<file path="config.mk">
export PLATFORM = sky130hd
export DESIGN_NAME = kr580_top
export DESIGN_NICKNAME = d
export VERILOG_FILES = /design/src/hw/kr580_pkg.sv /design/src/hw/kr580_alu.sv /design/src/hw/kr580_regfile.sv /design/src/hw/kr580_sequencer.sv /design/src/hw/kr580_top.sv
export SDC_FILE = /design/constraint.sdc
export NUM_CORES = 1
export LEC_CHECK = 0
export ABC_CLOCK_PERIOD_IN_PS = 5200
export BUFFER_PORTS_ARGS = -buffer_cell sky130_fd_sc_hd__buf_4
export CORE_MARGIN = 2
export CORE_UTILIZATION = 64
export CTS_CLUSTER_SIZE = 24
export DETAILED_ROUTE_END_ITERATION = 10
export PLACE_DENSITY = 0.87
export SLEW_MARGIN = 20
export SYNTH_ARGS = -nofsm -noshare
export SYNTH_HDL_FRONTEND = slang
export SYNTH_SLANG_ARGS = --single-unit
export TNS_END_PERCENT = 5
</file>
<file path="constraint.sdc">
create_clock -name clock -period 5.2 [get_ports clock]
set_input_delay 0.26 -clock clock [delete_from_list [all_inputs] [get_ports clock]]
set_output_delay 0.26 -clock clock [all_outputs]
set_load 0.05 [all_outputs]
</file>
<file path="src/hw/kr580_pkg.sv">
package kr580_pkg;

    // --------------------------------------------------
    // Word widths
    // --------------------------------------------------

    localparam int data_width = 8;
    localparam int addr_width = 16;

    typedef logic [data_width-1:0] byte_t;
    typedef logic [addr_width-1:0] addr_t;

    // Register number in opcode field order
    typedef logic [2:0] reg_sel_t;

    // Register pair number, BC DE HL SP
    typedef logic [1:0] pair_sel_t;

    localparam reg_sel_t reg_b = 3'd0;
    localparam reg_sel_t reg_c = 3'd1;
    localparam reg_sel_t reg_d = 3'd2;
    localparam reg_sel_t reg_e = 3'd3;
    localparam reg_sel_t reg_h = 3'd4;
    localparam reg_sel_t reg_l = 3'd5;
    localparam reg_sel_t reg_m = 3'd6;
    localparam reg_sel_t reg_a = 3'd7;

    // --------------------------------------------------
    // ALU and flags
    // --------------------------------------------------

    typedef enum logic [2:0] {
        alu_add,
        alu_adc,
        alu_sub,
        alu_sbc,
        alu_and,
        alu_xor,
        alu_or,
        alu_cp
    } alu_op_t;

    localparam int flag_cf = 0;
    localparam int flag_nf = 1;
    localparam int flag_pf = 2;
    localparam int flag_af = 4;
    localparam int flag_zf = 6;
    localparam int flag_sf = 7;

    localparam byte_t reset_flags = 8'h01;

    // --------------------------------------------------
    // Sequencer and register file exchange
    // --------------------------------------------------

    typedef enum logic [1:0] {step_fetch, step_1, step_2, step_3} step_t;

    typedef struct packed {
        logic     byte_en;
        logic     pair_en;
        reg_sel_t sel;
        addr_t    data;
        logic     flag_en;
        byte_t    flags;
    } reg_wr_t;

    typedef struct packed {
        byte_t a;
        addr_t hl;
        byte_t flags;
        byte_t sel_byte;
    } reg_view_t;

endpackage

</file>
<file path="src/hw/kr580_alu.sv">
`timescale 1ns/10ps

module kr580_alu
    import kr580_pkg::*;
(
    input  alu_op_t op,
    input  byte_t   op1,
    input  byte_t   op2,
    input  byte_t   flags_in,
    output byte_t   result,
    output byte_t   flags_out
);

    logic [8:0] sum;
    logic       carry_in;
    logic       is_sub;
    logic       is_arith;
    logic       overflow;

    assign carry_in = flags_in[flag_cf];

    // Nine bits wide so that bit 8 is carry or borrow
    always_comb begin
        case (op)
            alu_add: begin
                sum = {1'b0, op1} + {1'b0, op2};
            end
            alu_adc: begin
                sum = {1'b0, op1} + {1'b0, op2} + {8'h00, carry_in};
            end
            alu_sub, alu_cp: begin
                sum = {1'b0, op1} - {1'b0, op2};
            end
            alu_sbc: begin
                sum = {1'b0, op1} - {1'b0, op2} - {8'h00, carry_in};
            end
            alu_and: begin
                sum = {1'b0, op1 & op2};
            end
            alu_xor: begin
                sum = {1'b0, op1 ^ op2};
            end
            default: begin
                sum = {1'b0, op1 | op2};
            end
        endcase
    end

    assign result = sum[7:0];

    assign is_sub   = (op == alu_sub) || (op == alu_sbc) || (op == alu_cp);
    assign is_arith = is_sub || (op == alu_add) || (op == alu_adc);

    // Signed overflow, operand signs compared against the result sign
    assign overflow = (is_sub ? (op1[7] != op2[7]) : (op1[7] == op2[7]))
                      && (sum[7] != op1[7]);

    // --------------------------------------------------
    // Flag byte
    // --------------------------------------------------

    always_comb begin
        flags_out = 8'h00;
        flags_out[flag_sf] = sum[7];
        flags_out[flag_zf] = (sum[7:0] == 8'h00);
        if (is_arith) begin
            flags_out[flag_af] = op1[4] ^ op2[4] ^ sum[4];
            flags_out[flag_pf] = overflow;
            flags_out[flag_nf] = is_sub;
            flags_out[flag_cf] = sum[8];
        end else begin
            // Even parity for the logic group
            flags_out[flag_pf] = ~^sum[7:0];
        end
    end

endmodule

</file>
<file path="src/hw/kr580_regfile.sv">
`timescale 1ns/10ps

module kr580_regfile
    import kr580_pkg::*;
(
    input  logic      clock,
    input  logic      reset_n,
    input  logic      locked,
    input  reg_sel_t  rd_sel,
    input  reg_wr_t   wr,
    output reg_view_t view
);

    byte_t     b_q;
    byte_t     c_q;
    byte_t     d_q;
    byte_t     e_q;
    byte_t     h_q;
    byte_t     l_q;
    byte_t     a_q;
    addr_t     sp_q;
    byte_t     f_q;
    byte_t     sel_byte;
    pair_sel_t wr_pair;

    assign wr_pair = pair_sel_t'(wr.sel[1:0]);

    // --------------------------------------------------
    // Write ports
    // --------------------------------------------------

    always_ff @(posedge clock) begin
        if (!reset_n) begin
            b_q  <= '0;
            c_q  <= '0;
            d_q  <= '0;
            e_q  <= '0;
            h_q  <= '0;
            l_q  <= '0;
            a_q  <= '0;
            sp_q <= '0;
            f_q  <= reset_flags;
        end else if (locked) begin
            if (wr.pair_en) begin
                case (wr_pair)
                    2'd0: {b_q, c_q} <= wr.data;
                    2'd1: {d_q, e_q} <= wr.data;
                    2'd2: {h_q, l_q} <= wr.data;
                    default: sp_q <= wr.data;
                endcase
            end else if (wr.byte_en) begin
                case (wr.sel)
                    reg_b: b_q <= wr.data[7:0];
                    reg_c: c_q <= wr.data[7:0];
                    reg_d: d_q <= wr.data[7:0];
                    reg_e: e_q <= wr.data[7:0];
                    reg_h: h_q <= wr.data[7:0];
                    reg_l: l_q <= wr.data[7:0];
                    reg_a: a_q <= wr.data[7:0];
                    // M lives in memory
                    default: ;
                endcase
            end
            if (wr.flag_en) begin
                f_q <= wr.flags;
            end
        end
    end

    // Read side
    always_comb begin
        case (rd_sel)
            reg_b:   sel_byte = b_q;
            reg_c:   sel_byte = c_q;
            reg_d:   sel_byte = d_q;
            reg_e:   sel_byte = e_q;
            reg_h:   sel_byte = h_q;
            reg_l:   sel_byte = l_q;
            reg_a:   sel_byte = a_q;
            default: sel_byte = 8'h00;
        endcase
    end

    assign view.a        = a_q;
    assign view.hl       = {h_q, l_q};
    assign view.flags    = f_q;
    assign view.sel_byte = sel_byte;

endmodule

</file>
<file path="src/hw/kr580_sequencer.sv">
`timescale 1ns/10ps

module kr580_sequencer
    import kr580_pkg::*;
(
    input  logic      clock,
    input  logic      reset_n,
    input  logic      locked,
    input  byte_t     in,
    input  reg_view_t view,
    input  byte_t     alu_result,
    input  byte_t     alu_flags,
    output addr_t     address,
    output byte_t     out,
    output logic      we,
    output logic      pw,
    output logic      halted,
    output reg_sel_t  rd_sel,
    output reg_wr_t   wr,
    output alu_op_t   alu_op,
    output byte_t     op1,
    output byte_t     op2
);

    step_t    step;
    step_t    step_d;
    addr_t    pc;
    addr_t    pc_d;
    addr_t    dar;
    addr_t    dar_d;
    byte_t    opcode;
    byte_t    tmp;
    byte_t    tmp_d;
    byte_t    op1_d;
    byte_t    op2_d;
    alu_op_t  op_d;
    logic     halt_d;
    logic     use_dar;
    logic     mem_wr;
    logic     port_wr;
    logic     cond_flag;
    logic     cond;
    byte_t    incdec_flags;
    reg_sel_t dst;
    reg_sel_t src;
    logic     dst_m;
    logic     src_m;
    logic     is_lxi;
    logic     is_mvi;
    logic     is_incdec;
    logic     is_mov;
    logic     is_alu_r;
    logic     is_alu_i;
    logic     is_alu;
    logic     is_lda;
    logic     is_sta;
    logic     is_jmp;
    logic     is_jcc;
    logic     is_abs;
    logic     is_out;

    // Opcodes that need more than the fetch step
    function automatic logic multi_step(input byte_t code);
        multi_step = (code[7:6] == 2'b00 && code[3:0] == 4'b0001)
                     || (code[7:6] == 2'b00 && code[2:1] == 2'b10)
                     || (code[7:6] == 2'b00 && code[2:0] == 3'b110)
                     || code == 8'h32 || code == 8'h3a
                     || (code[7:6] == 2'b01 && code != 8'h76)
                     || code[7:6] == 2'b10
                     || (code[7:6] == 2'b11 && code[2:0] == 3'b010)
                     || (code[7:6] == 2'b11 && code[2:0] == 3'b110)
                     || code == 8'hc3 || code == 8'hd3;
    endfunction

    // --------------------------------------------------
    // Decode of the latched opcode
    // --------------------------------------------------

    assign dst   = opcode[5:3];
    assign src   = opcode[2:0];
    assign dst_m = (dst == reg_m);
    assign src_m = (src == reg_m);

    assign is_lxi    = (opcode[7:6] == 2'b00) && (opcode[3:0] == 4'b0001);
    assign is_incdec = (opcode[7:6] == 2'b00) && (opcode[2:1] == 2'b10);
    assign is_mvi    = (opcode[7:6] == 2'b00) && (opcode[2:0] == 3'b110);
    assign is_mov    = (opcode[7:6] == 2'b01);
    assign is_alu_r  = (opcode[7:6] == 2'b10);
    assign is_alu_i  = (opcode[7:6] == 2'b11) && (opcode[2:0] == 3'b110);
    assign is_alu    = is_alu_r || is_alu_i;
    assign is_lda    = (opcode == 8'h3a);
    assign is_sta    = (opcode == 8'h32);
    assign is_jmp    = (opcode == 8'hc3);
    assign is_jcc    = (opcode[7:6] == 2'b11) && (opcode[2:0] == 3'b010);
    assign is_abs    = is_lda || is_sta || is_jmp || is_jcc;
    assign is_out    = (opcode == 8'hd3);

    // NZ Z, NC C, PO PE, P M
    always_comb begin
        case (opcode[5:4])
            2'b00:   cond_flag = view.flags[flag_zf];
            2'b01:   cond_flag = view.flags[flag_cf];
            2'b10:   cond_flag = view.flags[flag_pf];
            default: cond_flag = view.flags[flag_sf];
        endcase
    end

    assign cond = is_jmp || (cond_flag == opcode[3]);

    // INR and DCR keep the old carry
    always_comb begin
        incdec_flags = alu_flags;
        incdec_flags[flag_cf] = view.flags[flag_cf];
    end

    // Address select, kept apart from the data path so it never depends on in
    always_comb begin
        case (step)
            step_1:  use_dar = ((is_mov || is_alu_r) && src_m) || (is_incdec && dst_m);
            step_2:  use_dar = ((is_mvi || is_mov || is_incdec) && dst_m) || is_out;
            step_3:  use_dar = is_lda || is_sta;
            default: use_dar = 1'b0;
        endcase
    end

    assign address = use_dar ? dar : pc;
    assign we      = mem_wr && locked;
    assign pw      = port_wr && locked;

    // --------------------------------------------------
    // Step decode
    // --------------------------------------------------

    always_comb begin
        step_d  = step_fetch;
        pc_d    = pc;
        halt_d  = halted;
        dar_d   = dar;
        tmp_d   = tmp;
        op1_d   = op1;
        op2_d   = op2;
        op_d    = alu_op;
        mem_wr  = 1'b0;
        port_wr = 1'b0;
        out     = view.a;
        rd_sel  = src;
        wr      = '0;

        case (step)
            step_fetch: begin
                pc_d  = pc + 16'd1;
                dar_d = view.hl;
                if (in == 8'h76) begin
                    halt_d = 1'b1;
                end
                if (multi_step(in)) begin
                    step_d = step_1;
                end
            end
            step_1: begin
                step_d = step_2;
                if (is_mvi) begin
                    pc_d  = pc + 16'd1;
                    tmp_d = in;
                    if (!dst_m) begin
                        wr.byte_en = 1'b1;
                        wr.sel     = dst;
                        wr.data    = {8'h00, in};
                        step_d     = step_fetch;
                    end
                end else if (is_mov) begin
                    tmp_d = src_m ? in : view.sel_byte;
                    if (!src_m && !dst_m) begin
                        wr.byte_en = 1'b1;
                        wr.sel     = dst;
                        wr.data    = {8'h00, view.sel_byte};
                        step_d     = step_fetch;
                    end
                end else if (is_incdec) begin
                    rd_sel = dst;
                    op1_d  = dst_m ? in : view.sel_byte;
                    op2_d  = 8'h01;
                    op_d   = opcode[0] ? alu_sub : alu_add;
                end else if (is_alu) begin
                    op1_d = view.a;
                    op_d  = alu_op_t'(opcode[5:3]);
                    if (is_alu_i) begin
                        op2_d = in;
                        pc_d  = pc + 16'd1;
                    end else begin
                        op2_d = src_m ? in : view.sel_byte;
                    end
                end else begin
                    // First operand byte of LXI, the a16 forms and OUT
                    pc_d  = pc + 16'd1;
                    tmp_d = in;
                    dar_d = {8'h00, in};
                end
            end
            step_2: begin
                if (is_mvi || is_mov) begin
                    if (dst_m) begin
                        mem_wr = 1'b1;
                        out    = tmp;
                    end else begin
                        wr.byte_en = 1'b1;
                        wr.sel     = dst;
                        wr.data    = {8'h00, tmp};
                    end
                end else if (is_incdec) begin
                    if (dst_m) begin
                        mem_wr = 1'b1;
                        out    = alu_result;
                        step_d = step_3;
                    end else begin
                        wr.byte_en = 1'b1;
                        wr.sel     = dst;
                        wr.data    = {8'h00, alu_result};
                        wr.flag_en = 1'b1;
                        wr.flags   = incdec_flags;
                    end
                end else if (is_alu) begin
                    // CP only updates flags
                    wr.byte_en = (alu_op != alu_cp);
                    wr.sel     = reg_a;
                    wr.data    = {8'h00, alu_result};
                    wr.flag_en = 1'b1;
                    wr.flags   = alu_flags;
                end else if (is_lxi) begin
                    pc_d       = pc + 16'd1;
                    wr.pair_en = 1'b1;
                    wr.sel     = reg_sel_t'({1'b0, opcode[5:4]});
                    wr.data    = {in, tmp};
                end else if (is_abs) begin
                    pc_d   = pc + 16'd1;
                    dar_d  = {in, tmp};
                    step_d = step_3;
                end else if (is_out) begin
                    port_wr = 1'b1;
                end
            end
            default: begin
                if (is_incdec) begin
                    wr.flag_en = 1'b1;
                    wr.flags   = incdec_flags;
                end else if (is_lda) begin
                    wr.byte_en = 1'b1;
                    wr.sel     = reg_a;
                    wr.data    = {8'h00, in};
                end else if (is_sta) begin
                    mem_wr = 1'b1;
                end else if (cond) begin
                    pc_d = dar;
                end
            end
        endcase
    end

    // --------------------------------------------------
    // State registers
    // --------------------------------------------------

    always_ff @(posedge clock) begin
        if (!reset_n) begin
            step   <= step_fetch;
            pc     <= '0;
            halted <= 1'b0;
        end else if (locked && !halted) begin
            step   <= step_d;
            pc     <= pc_d;
            halted <= halt_d;
        end
    end

    // Opcode, address and operand latches
    always_ff @(posedge clock) begin
        if (locked && !halted) begin
            if (step == step_fetch) begin
                opcode <= in;
            end
            dar    <= dar_d;
            tmp    <= tmp_d;
            op1    <= op1_d;
            op2    <= op2_d;
            alu_op <= op_d;
        end
    end

endmodule

</file>
<file path="src/hw/kr580_top.sv">
`timescale 1ns/10ps

module kr580_top
    import kr580_pkg::*;
(
    input  logic  clock,
    input  logic  reset_n,
    input  logic  locked,
    input  byte_t in,
    output addr_t address,
    output byte_t out,
    output logic  we,
    output logic  pw,
    output logic  halted
);

    reg_sel_t  rd_sel;
    reg_wr_t   wr;
    reg_view_t view;
    alu_op_t   alu_op;
    byte_t     op1;
    byte_t     op2;
    byte_t     alu_result;
    byte_t     alu_flags;

    kr580_sequencer sequencer_i (
        .clock      (clock),
        .reset_n    (reset_n),
        .locked     (locked),
        .in         (in),
        .view       (view),
        .alu_result (alu_result),
        .alu_flags  (alu_flags),
        .address    (address),
        .out        (out),
        .we         (we),
        .pw         (pw),
        .halted     (halted),
        .rd_sel     (rd_sel),
        .wr         (wr),
        .alu_op     (alu_op),
        .op1        (op1),
        .op2        (op2)
    );

    kr580_regfile regfile_i (
        .clock   (clock),
        .reset_n (reset_n),
        .locked  (locked),
        .rd_sel  (rd_sel),
        .wr      (wr),
        .view    (view)
    );

    // Carry in comes from the live flag byte
    kr580_alu alu_i (
        .op        (alu_op),
        .op1       (op1),
        .op2       (op2),
        .flags_in  (view.flags),
        .result    (alu_result),
        .flags_out (alu_flags)
    );

endmodule

</file>
==> run summary, run 1 <==
cell-internal power = 1940 uW
largest net degree at the start of global routing = 61
Core Region = 15200 sq um
CTS sink count = 130
Met1 Routed Length = 12300 um
GRT Overall Usage = 37.4%
synth warn = 0
fillcell total = 1185
post-synth top area share = 15.9%
most common flop cell mapped by yosys = dfxtp_1
Final Cycle Share = 85.2%
final std cells w/o fill = 1362
post-synthesis cell area = 9960 sq um
flops & latches, synth = 130
CTS Buf Count = 17
total die area = 16600 sq um
Via density = 7.15
DR vias = 9740
area leader, netlist = dfxtp_1
ys async rst share = 0%
min-delay src = in[7]
ANT nets after route = 0
Area Overhead vs Synth = 7.85%
Syn Nets = 1228
Flop pwr share = 42.0%
sw power = 730 uW
CTS tree = yes
Clock power frac = 45.0%
sw frac = 27.3%
DP Wirelength = 22100 um
Max Cap Violations = 0
die height = 129 um
Mapped Cells = 1173
Reg2Reg Setup Slack = 1080 ps
Synth area leaders = dfxtp_1 16%, edfxtp_1 15%, ha_1 5.3%
WL final = 31100 um
clk root buf = clkbuf_16
fmax = 226 MHz
Worst R2R Path Depth = 15
FF-to-FF Start = sequencer_i.op2[0]
clk_lat worst skew = 430 ps
Tmin final = 4430 ps
Final #Nets = 1216
number of diodes = 0
vias in the first global route = 8825
GP Congestion = 1.02
DR WL/cell = 22.8 um
max-slew violations = 0
Place WS = 1180 ps
outcome = completed
maximum VDD drop = 0.000259 V
CP max FO = 5
H-tree depth = 4
Startpoint Class = register
worst setup margin = 769 ps
uppermost layer routed = met4
Tot Pwr = 2670 uW
crit end category = primary output
layout cell share with drive strength beyond 1 = 14.6%
Leakage = 0.00409 uW
Routed met3 length = 3490 um
drt first pass iters = 9
clk buf depth = 2
PostCTS Resize Cnt = 0
worst r2r dst = regfile_i.f_q[2]
Setup Total Neg Slack = 0 ps
Hold Path Class = in -> reg
Placed Cells = 1330
worst-case clock skew = 8.26 ps
global-route wire length before repair = 48100 um
clock transition at the registers of the reported paths = 60 ps
drt drc = 0
logic gate share of total power = 12.9%
initial detailed-routing violation count = 1539
I/O Pins = 38
RSZ-0062 raised after global routing = false
Setup CP Type = reg -> out
final setup fails = 0
Std-Cell Rows = 45
IO buf count = 37
Synth cell types = 112
Pwr Density = 249 nW/um^2
Post-synth EDFFs = 51
worst slew pin tran = 1030 ps
wire length on met2 = 13800 um
Setup Fix Bufs, Post-CTS = 0
Post-CTS Hold Buffers = 0
slew margin rel. = 30.9%
Data arrival, critical path = 4170 ps
gr ovfl total = 0
Hold Path Depth = 1
hold endpoint = sequencer_i.opcode[7]
Chip Width = 129 um
worst endpoint required time = 4940 ps
sequential fraction of the synthesis area = 31.2%
antenna violations before repair = 0
Hold Vio Cnt, Final = 0
final core utilization = 70.7%
syn_area_per_cell = 8.49 sq um
initial core utilization = 65.5%
[synth_stat cells, types with 7 or more instances]
cell / number
nor3b_1: 7
mux2_2: 25
o21ai_0: 99
nor2_1: 107
a211oi_1: 15
nand3_1: 32
a22o_1: 12
inv_1: 40
nand4_1: 10
and3_1: 15
o21a_1: 7
xnor2_1: 7
buf_4: 11
nor3_1: 17
nor2b_1: 7
buf_2: 19
mux2i_1: 46
a21oi_1: 96
o21ai_1: 11
edfxtp_1: 51
a22oi_1: 21
clkbuf_1: 38
ha_1: 42
nand2_1: 128
dfxtp_1: 79
o211ai_1: 9
a31oi_1: 15
buf_6: 7
nand2b_1: 9
[power by group through the flow]
stage	registers (uW)	clock network [uW]	logic [uW]
2_1_floorplan	1120	0	257
3_3_place_gp	1140	0	325
3_5_place_dp	1140	0	330
4_1_cts	1120	1200	332
5_1_grt	1130	1240	365
6_report	1120	1200	346
[final cells by class]
cell class	instances	area [sq um]	share of cell area, %
Tap cell	188	235	2.19
Sequential cell	130	3110	29.0
Clock inverter	12	141	1.32
Inverter	45	169	1.57
Clock buffer	20	437	4.06
Timing Repair Buffer	49	368	3.42
Multi-Input combinational cell	918	6280	58.5
[routing by layer]
layer	vias to the layer above	global-route usage [%]
met5	-	0
met4	0	16.8
met3	144	9.36
met2	672	56.9
met1	4591	50.5
li1	4333	-
[cell families (layout without fill, tap and decap cells)]
group / after synthesis / in the layout / share of synthesized area, %
AO/OA/AOI/OAI: 393 / 393 / 27.3
multiplexers: 73 / 73 / 7.90
flip-flops: 130 / 130 / 31.2
XOR/XNOR: 14 / 14 / 1.37
AND/OR/NAND/NOR: 394 / 394 / 20.6
adder cells (fa/ha/maj): 44 / 44 / 5.68
buffers and inverters: 125 / 126 / 5.89
[per-stage QoR]
| step | cell area [sq um] | hold slack (ps) |
|---|---|---|
| 2_1_floorplan | 9960 | 359 |
| 3_3_place_gp | 10200 | 444 |
| 3_5_place_dp | 10200 | 450 |
| 4_1_cts | 10700 | 155 |
| 5_1_grt | 10700 | 166 |
| 6_report | 10700 | 177 |
[layout by cell type, fill, tap and decap left out, drive strengths merged, types with 9 or more instances in the layout]
master  synthesis  final
a211oi         17     17
nor3           18     18
a31oi          15     15
nand3          33     33
nor2          113    113
a22o           12     12
mux2i          47     47
edfxtp         51     51
o31ai           9      9
nand2b         10     10
dfxtp          79     79
nand2         128    128
nand4          10     10
mux2           25     25
a21oi         104    104
a22oi          24     24
o211ai          9      9
clkinv          4     12
inv            41     41
ha             42     42
buf            42     49
clkbuf         38     20
and3           15     15
nor3b           9      9
o21ai         110    110
[worst max path at each step]
stage,from,to,slack (ps)
floorplan,sequencer_i.op2[0],out[7],1420
global placement,sequencer_i.op2[0],regfile_i.f_q[2],1270
detailed placement,sequencer_i.op2[0],regfile_i.f_q[2],1180
CTS,sequencer_i.op2[0],out[5],830
global route,sequencer_i.op2[0],out[5],600
finish,sequencer_i.op2[0],out[5],770
[worst max-delay path, cell delays in order, from the launching register on]
cell and delay [ps]:
edfxtp_1 420, ha_1 290, fa_1 530, a211oi_2 390, nor2_1 110, nor4_1 550, nand2_1 150, mux2i_1 140
a22oi_1 220, nand3_1 210, o31ai_1 380, a21oi_1 150, buf_4 210
[sequential cells by signal, summed over array words and instances, names as in the netlist]
| signal | cells |
|---|---|
| sequencer_i.opcode | 8 |
| regfile_i.c_q | 8 |
| regfile_i.b_q | 8 |
| regfile_i.d_q | 8 |
| sequencer_i.halted | 1 |
| sequencer_i.tmp | 8 |
| regfile_i.f_q | 4 |
| sequencer_i.pc | 16 |
| regfile_i.l_q | 8 |
| sequencer_i.alu_op | 3 |
| regfile_i.e_q | 8 |
| sequencer_i.step | 2 |
| regfile_i.a_q | 8 |
| sequencer_i.op1 | 8 |
| sequencer_i.dar | 16 |
| sequencer_i.op2 | 8 |
| regfile_i.h_q | 8 |
Note: power is estimated with default switching activity, not from simulation.
==> inputs of run 2 (changes only) <==
--- a/config.mk
+++ b/config.mk
@@ -8,10 +8,10 @@
 export ABC_CLOCK_PERIOD_IN_PS = 5200
 export BUFFER_PORTS_ARGS = -buffer_cell sky130_fd_sc_hd__buf_4
 export CORE_MARGIN = 2
-export CORE_UTILIZATION = 64
+export CORE_UTILIZATION = 53
 export CTS_CLUSTER_SIZE = 24
 export DETAILED_ROUTE_END_ITERATION = 10
-export PLACE_DENSITY = 0.87
+export PLACE_DENSITY = 0.75
 export SLEW_MARGIN = 20
 export SYNTH_ARGS = -nofsm -noshare
 export SYNTH_HDL_FRONTEND = slang
==> run 2 against run 1 <==
  * Total power decreased by 1.8%
  * Wire length is 0.93% higher
  * Highest routed layer unchanged
  * Core utilization shrank 12 points
  * Clock skew about the same
  * Critical endpoint is now out[7]
  * Final cell count increased by 3.6%
  * Combinational power is essentially flat
  * Largest cell class unchanged
==> run summary, run 2 (synthesis results as in run 1) <==
outcome = completed
Met1 Routed Length = 13100 um (+6.3%)
fmax = 226 MHz (+0.28%)
Area Overhead vs Synth = 8.51%
clk root buf = clkbuf_16
sw power = 752 uW (+3.0%)
Critical Path End = out[7]
RSZ-0062 raised after global routing = false
final setup fails = 0 (unchanged)
crit end category = primary output
Setup CP Type = reg -> out
GRT Overall Usage = 31.7% (-5.7 points)
Data arrival, critical path = 4160 ps (about the same)
WL final = 31400 um (+0.93%)
maximum VDD drop = 0.000261 V (+0.66%)
number of diodes = 0 (unchanged)
CP max FO = 5 (unchanged)
die height = 141 um (+9.6%)
PostCTS Resize Cnt = 0 (unchanged)
min-delay src = in[4]
Final Cycle Share = 85.0% (-0.24 points)
largest registers = sequencer_i.dar: 16 flops, sequencer_i.pc: 16 flops
total die area = 19900 sq um (+20%)
cell-internal power = 1870 uW (-3.6%)
DP Wirelength = 22800 um (+3.0%)
H-tree depth = 4 (unchanged)
DR vias = 9510 (-2.4%)
logic gate share of total power = 13.2% (+0.3 points)
drt drc = 0 (unchanged)
max-slew violations = 0 (unchanged)
worst slew pin tran = 1050 ps (+15.2 ps)
gr ovfl total = 0 (unchanged)
sw frac = 28.6% (+1.3 points)
GP Congestion = 0.978 (-3.7%)
Setup Total Neg Slack = 0 ps (unchanged)
antenna violations before repair = 0 (unchanged)
I/O Pins = 38 (unchanged)
wire length on met2 = 14300 um (+3.5%)
global-route wire length before repair = 49100 um (+2.0%)
clock transition at the registers of the reported paths = 60 ps (about the same)
clk_lat worst skew = 440 ps (about the same)
Final #Nets = 1219 (+0.25%)
Tmin final = 4420 ps (-12.4 ps)
worst r2r dst = regfile_i.f_q[2]
layout cell share with drive strength beyond 1 = 14.7% (+0.13 points)
drt first pass iters = 5 (-4)
Setup Fix Bufs, Post-CTS = 0 (unchanged)
Routed met3 length = 2860 um (-18%)
Chip Width = 141 um (+9.6%)
Post-CTS Hold Buffers = 0 (unchanged)
slew margin rel. = 30.2% (-0.76 points)
Clock power frac = 44.0% (-1.0 points)
CTS Buf Count = 17 (unchanged)
Std-Cell Rows = 50 (+11%)
ANT nets after route = 0 (unchanged)
Worst Hold Slack = 185 ps (+7.68 ps)
post-route cell area = 10800 sq um (+0.62%)
placed cell area = 10200 sq um (+0.79%)
Leakage = 0.00409 uW (about the same)
IO buf count = 37 (unchanged)
uppermost layer routed = met4
vias in the first global route = 8896 (+0.80%)
Via density = 6.74 (-5.8%)
Hold Path Class = in -> reg
Hold Vio Cnt, Final = 0 (unchanged)
Core Region = 18600 sq um (+22%)
Startpoint Class = register
Pwr Density = 243 nW/um^2 (-2.4%)
CTS sink count = 130 (unchanged)
Critical path origin = sequencer_i.op2[0]
Flop pwr share = 42.7% (+0.7 points)
final core utilization = 58.2% (-12 points)
CTS tree = yes
largest net degree at the start of global routing = 61 (unchanged)
FF-to-FF Start = sequencer_i.op2[0]
DR WL/cell = 22.2 um (-2.6%)
commonest non-fill, non-tap cell in the layout = nand2_1
worst endpoint required time = 4940 ps (about the same)
Worst R2R Path Depth = 15 (unchanged)
initial detailed-routing violation count = 1194 (-22%)
most frequent cells in the layout = 128 x nand2_1, 107 x nor2_1, 99 x o21ai_0
Max Cap Violations = 0 (unchanged)
Reg2Reg Setup Slack = 1070 ps (about the same)
clk buf depth = 2 (unchanged)
worst-case clock skew = 8.33 ps (+0.0715 ps)
initial core utilization = 53.6% (-12 points)
run 2: cell count changes in the layout (fill, tap and decap cells not counted):
cell / previous run / this run
clkbuf_8: 0 / 1
clkinv_1: 4 / 7
inv_6: 0 / 3
clkinv_2: 7 / 2
buf_4: 49 / 52
clkbuf_16: 17 / 19
clkinvlp_4: 1 / 2
bufinv_16: 3 / 0
clkbuf_1: 3 / 1
run 2: power by group through the flow:
stage,clock (uW),sequential [uW],combinational [uW]
5_1_grt,1200,1130,370
2_1_floorplan,0,1120,257
3_3_place_gp,0,1140,331
4_1_cts,1160,1120,337
6_report,1160,1120,348
3_5_place_dp,0,1140,334
run 2: through the flow:
stage / setup slack (ps) / cells / power, uW
global placement: 1190 / 1379 / 1470
global route: 457 / 1411 / 2690
finish: 781 / 1411 / 2630
CTS: 795 / 1411 / 2620
floorplan: 1420 / 1173 / 1380
detailed placement: 1130 / 1379 / 1480
run 2: how the worst min path moves through the flow:
| stage | to | slack, ps | depth (start not counted) |
|---|---|---|---|
| after floorplan | sequencer_i.opcode[0] | 360 | 0 |
| after global placement | regfile_i.e_q[4] | 440 | 2 |
| after detailed placement | regfile_i.f_q[7] | 450 | 2 |
| after CTS | sequencer_i.opcode[4] | 170 | 1 |
| after global routing | sequencer_i.opcode[4] | 170 | 1 |
| final | sequencer_i.opcode[4] | 180 | 1 |
run 2: area by class of cell:
type                       count  area, sq um
clock inverter                11         71.3
multi-input combinational    918         6280
clock buffer                  21          493
timing repair buffer          52          390
tap                          234          293
sequential                   130         3110
fill                        1669         7770
inverter                      45          169
run 2: layer usage:
layer,global-route usage (%),up-vias
met3,7.00,85
met1,42.7,4561
met5,0,-
met2,49.0,507
met4,13.8,0
li1,-,4357
run 2: worst max-delay path, stage by stage, from the launching register on:
cell and delay, ps:
edfxtp_1 410, ha_1 280, fa_1 530, a211oi_2 400, nor2_1 110, nor4_1 530
nand4_1 220, xnor2_1 180, nand2b_1 170, nand2_1 190, nand2_1 110, o211ai_1 310
buf_4 260
==> inputs of run 3 (changes only) <==
--- a/config.mk
+++ b/config.mk
@@ -5,7 +5,7 @@
 export SDC_FILE = /design/constraint.sdc
 export NUM_CORES = 1
 export LEC_CHECK = 0
-export ABC_CLOCK_PERIOD_IN_PS = 5200
+export ABC_CLOCK_PERIOD_IN_PS = 4200
 export BUFFER_PORTS_ARGS = -buffer_cell sky130_fd_sc_hd__buf_4
 export CORE_MARGIN = 2
 export CORE_UTILIZATION = 53
==> constraint.sdc (replaced) <==
create_clock -name clock -period 4.2 [get_ports clock]
set_input_delay 0.21 -clock clock [delete_from_list [all_inputs] [get_ports clock]]
set_output_delay 0.21 -clock clock [all_outputs]
set_load 0.05 [all_outputs]
==> run 3 against run 2 <==
  * Combinational power is 24% higher
  * Sequential share of layout area is 0.38 points lower
  * Global-route usage is 0.32 points lower
  * Flip-flop and latch count stayed put
  * Count of clock-buffer cells in the layout is 1 lower
  * First-iteration DRC count is 21% higher
  * Via count hardly changed
  * Die area stayed put
==> run summary, run 3 (synthesis results as in run 1) <==
outcome = completed
Post-CTS Hold Buffers = 0 (unchanged)
Core Region = 18600 sq um (unchanged)
Pwr Density = 294 nW/um^2 (+21%)
Leakage = 0.00417 uW (+2.0%)
Worst Hold Slack = 127 ps (-57.7 ps)
Crit-path slowest cell = fa_2
largest registers = sequencer_i.dar: 16 flops, sequencer_i.pc: 16 flops
Startpoint Class = register
Data arrival, critical path = 3800 ps (-360 ps)
WL final = 31200 um (-0.48%)
Final #Nets = 1234 (+1.2%)
Reg2Reg Setup Slack = 450 ps (-620 ps)
fmax = 250 MHz
crit end category = primary output
worst-case clock skew = 9.67 ps (+1.34 ps)
Final Cycle Share = 95.4%
Max Cap Violations = 0 (unchanged)
clock transition at the registers of the reported paths = 60 ps (about the same)
max-slew violations = 0 (unchanged)
post-route cell area = 11000 sq um (+1.3%)
GRT Overall Usage = 31.4% (-0.32 points)
slew margin rel. = 38.8% (+8.6 points)
layout cell share with drive strength beyond 1 = 16.4% (+1.7 points)
commonest non-fill, non-tap cell in the layout = nand2_1
worst setup margin = 192 ps (-589 ps)
I/O Pins = 38 (unchanged)
clk buf depth = 2 (unchanged)
ANT nets after route = 0 (unchanged)
Hold Path Class = in -> reg
Place WS = 278 ps (-851 ps)
CTS tree = yes
Via density = 6.67 (-1.1%)
die height = 141 um (unchanged)
drt first pass iters = 8 (+3)
DP Wirelength = 22800 um (+0.12%)
Setup Total Neg Slack = 0 ps (unchanged)
placed cell area = 10300 sq um (+1.0%)
Setup CP Type = reg -> out
antenna violations before repair = 0 (unchanged)
Std-Cell Rows = 50 (unchanged)
maximum VDD drop = 0.000328 V (+26%)
slowest stage delay, CP = 470 ps (-60 ps)
total die area = 19900 sq um (unchanged)
most frequent cells in the layout = 128 x nand2_1, 107 x nor2_1, 99 x o21ai_0
CP most frequent cell = a21oi_1
global-route wire length before repair = 48700 um (-0.90%)
RSZ-0062 raised after global routing = false
Worst Path Buf+Inv = 1 (unchanged)
DR WL/cell = 21.9 um (-1.5%)
Tmin final = 4010 ps
DR vias = 9509 (-0.011%)
Chip Width = 141 um (unchanged)
Area Overhead vs Synth = 9.96%
Critical Path, Cell by Cell = ha_1 -> fa_2 -> a211oi_4 -> o21ai_0 -> a221oi_2 -> and3b_1 -> nor3_1 -> a2bb2oi_2 -> a21oi_1 -> o22ai_1 -> a21oi_1 -> buf_4
IO buf count = 37 (unchanged)
final core utilization = 59.0% (+0.77 points)
met2 GRT Util = 47.8% (-1.3 points)
vias in the first global route = 8623 (-3.1%)
initial core utilization = 53.6% (unchanged)
GR peak layer = met2
initial detailed-routing violation count = 1441 (+21%)
largest net degree at the start of global routing = 61 (unchanged)
final setup fails = 0 (unchanged)
Hold Vio Cnt, Final = 0 (unchanged)
met1 Track Usage GR = 44.4% (+1.7 points)
H-tree depth = 4 (unchanged)
gr ovfl total = 0 (unchanged)
GP Congestion = 0.978 (about the same)
worst endpoint required time = 3990 ps (-950 ps)
number of diodes = 0 (unchanged)
met3 global-route usage = 5.84% (-1.2 points)
CTS sink count = 130 (unchanged)
CP max FO = 5 (unchanged)
drt drc = 0 (unchanged)
clk_lat worst skew = 440 ps (about the same)
CTS Buf Count = 17 (unchanged)
delay-heaviest family, CP = compound AO/OA/AOI/OAI gates
clk root buf = clkbuf_16
worst slew pin tran = 913 ps (-134 ps)
[run 3: cell types whose count changed in the layout (fill, tap and decap cells not counted), sizes merged]
cell	change
clkinvlp	-1
inv	+2
clkbuf	-1
buf	+15
[run 3: worst paths after layout]
kind | from | to | cells past startpoint
worst max-delay path | sequencer_i.op2[0] | out[6] | 12
worst min-delay path | in[0] | sequencer_i.opcode[0] | 1
worst max register to register | sequencer_i.op1[2] | regfile_i.f_q[2] | 15
worst min register to register | regfile_i.f_q[7] | regfile_i.f_q[7] | 2
[run 3: what timing repair did]
action	CTS	global route
setup endpoints to repair	2	4
hold endpoints to repair	0	0
buffers inserted	0	1
gates cloned	0	0
gates resized for setup	1	7
pin swaps	0	4
[run 3: where the power goes]
part | leakage [uW] | switching (uW) | internal, uW
Combinational | 0.00276 | 296 | 137
Clock | 0.000273 | 598 | 799
Sequential | 0.00114 | 39.3 | 1350
[run 3: area by class of cell]
class | instances | area [sq um]
fillers | 1634 | 7620
multi-input cells | 918 | 6320
flip-flops and latches | 130 | 3110
repair buffers | 67 | 503
clock buffers | 20 | 458
well taps | 234 | 293
inverters | 45 | 169
clock inverters | 12 | 96.3
[run 3: layer usage]
layer	wire length, um	vias to the layer above
li1	-	4376
met1	13100	4516
met2	14000	544
met3	3020	73
met4	1030	0
met5	0	-
[run 3: through the flow]
step,cells,power (uW)
after global placement,1393,1830
after floorplan,1173,1710
after CTS,1425,3210
after global routing,1426,3310
after detailed placement,1393,1830
final,1426,3220
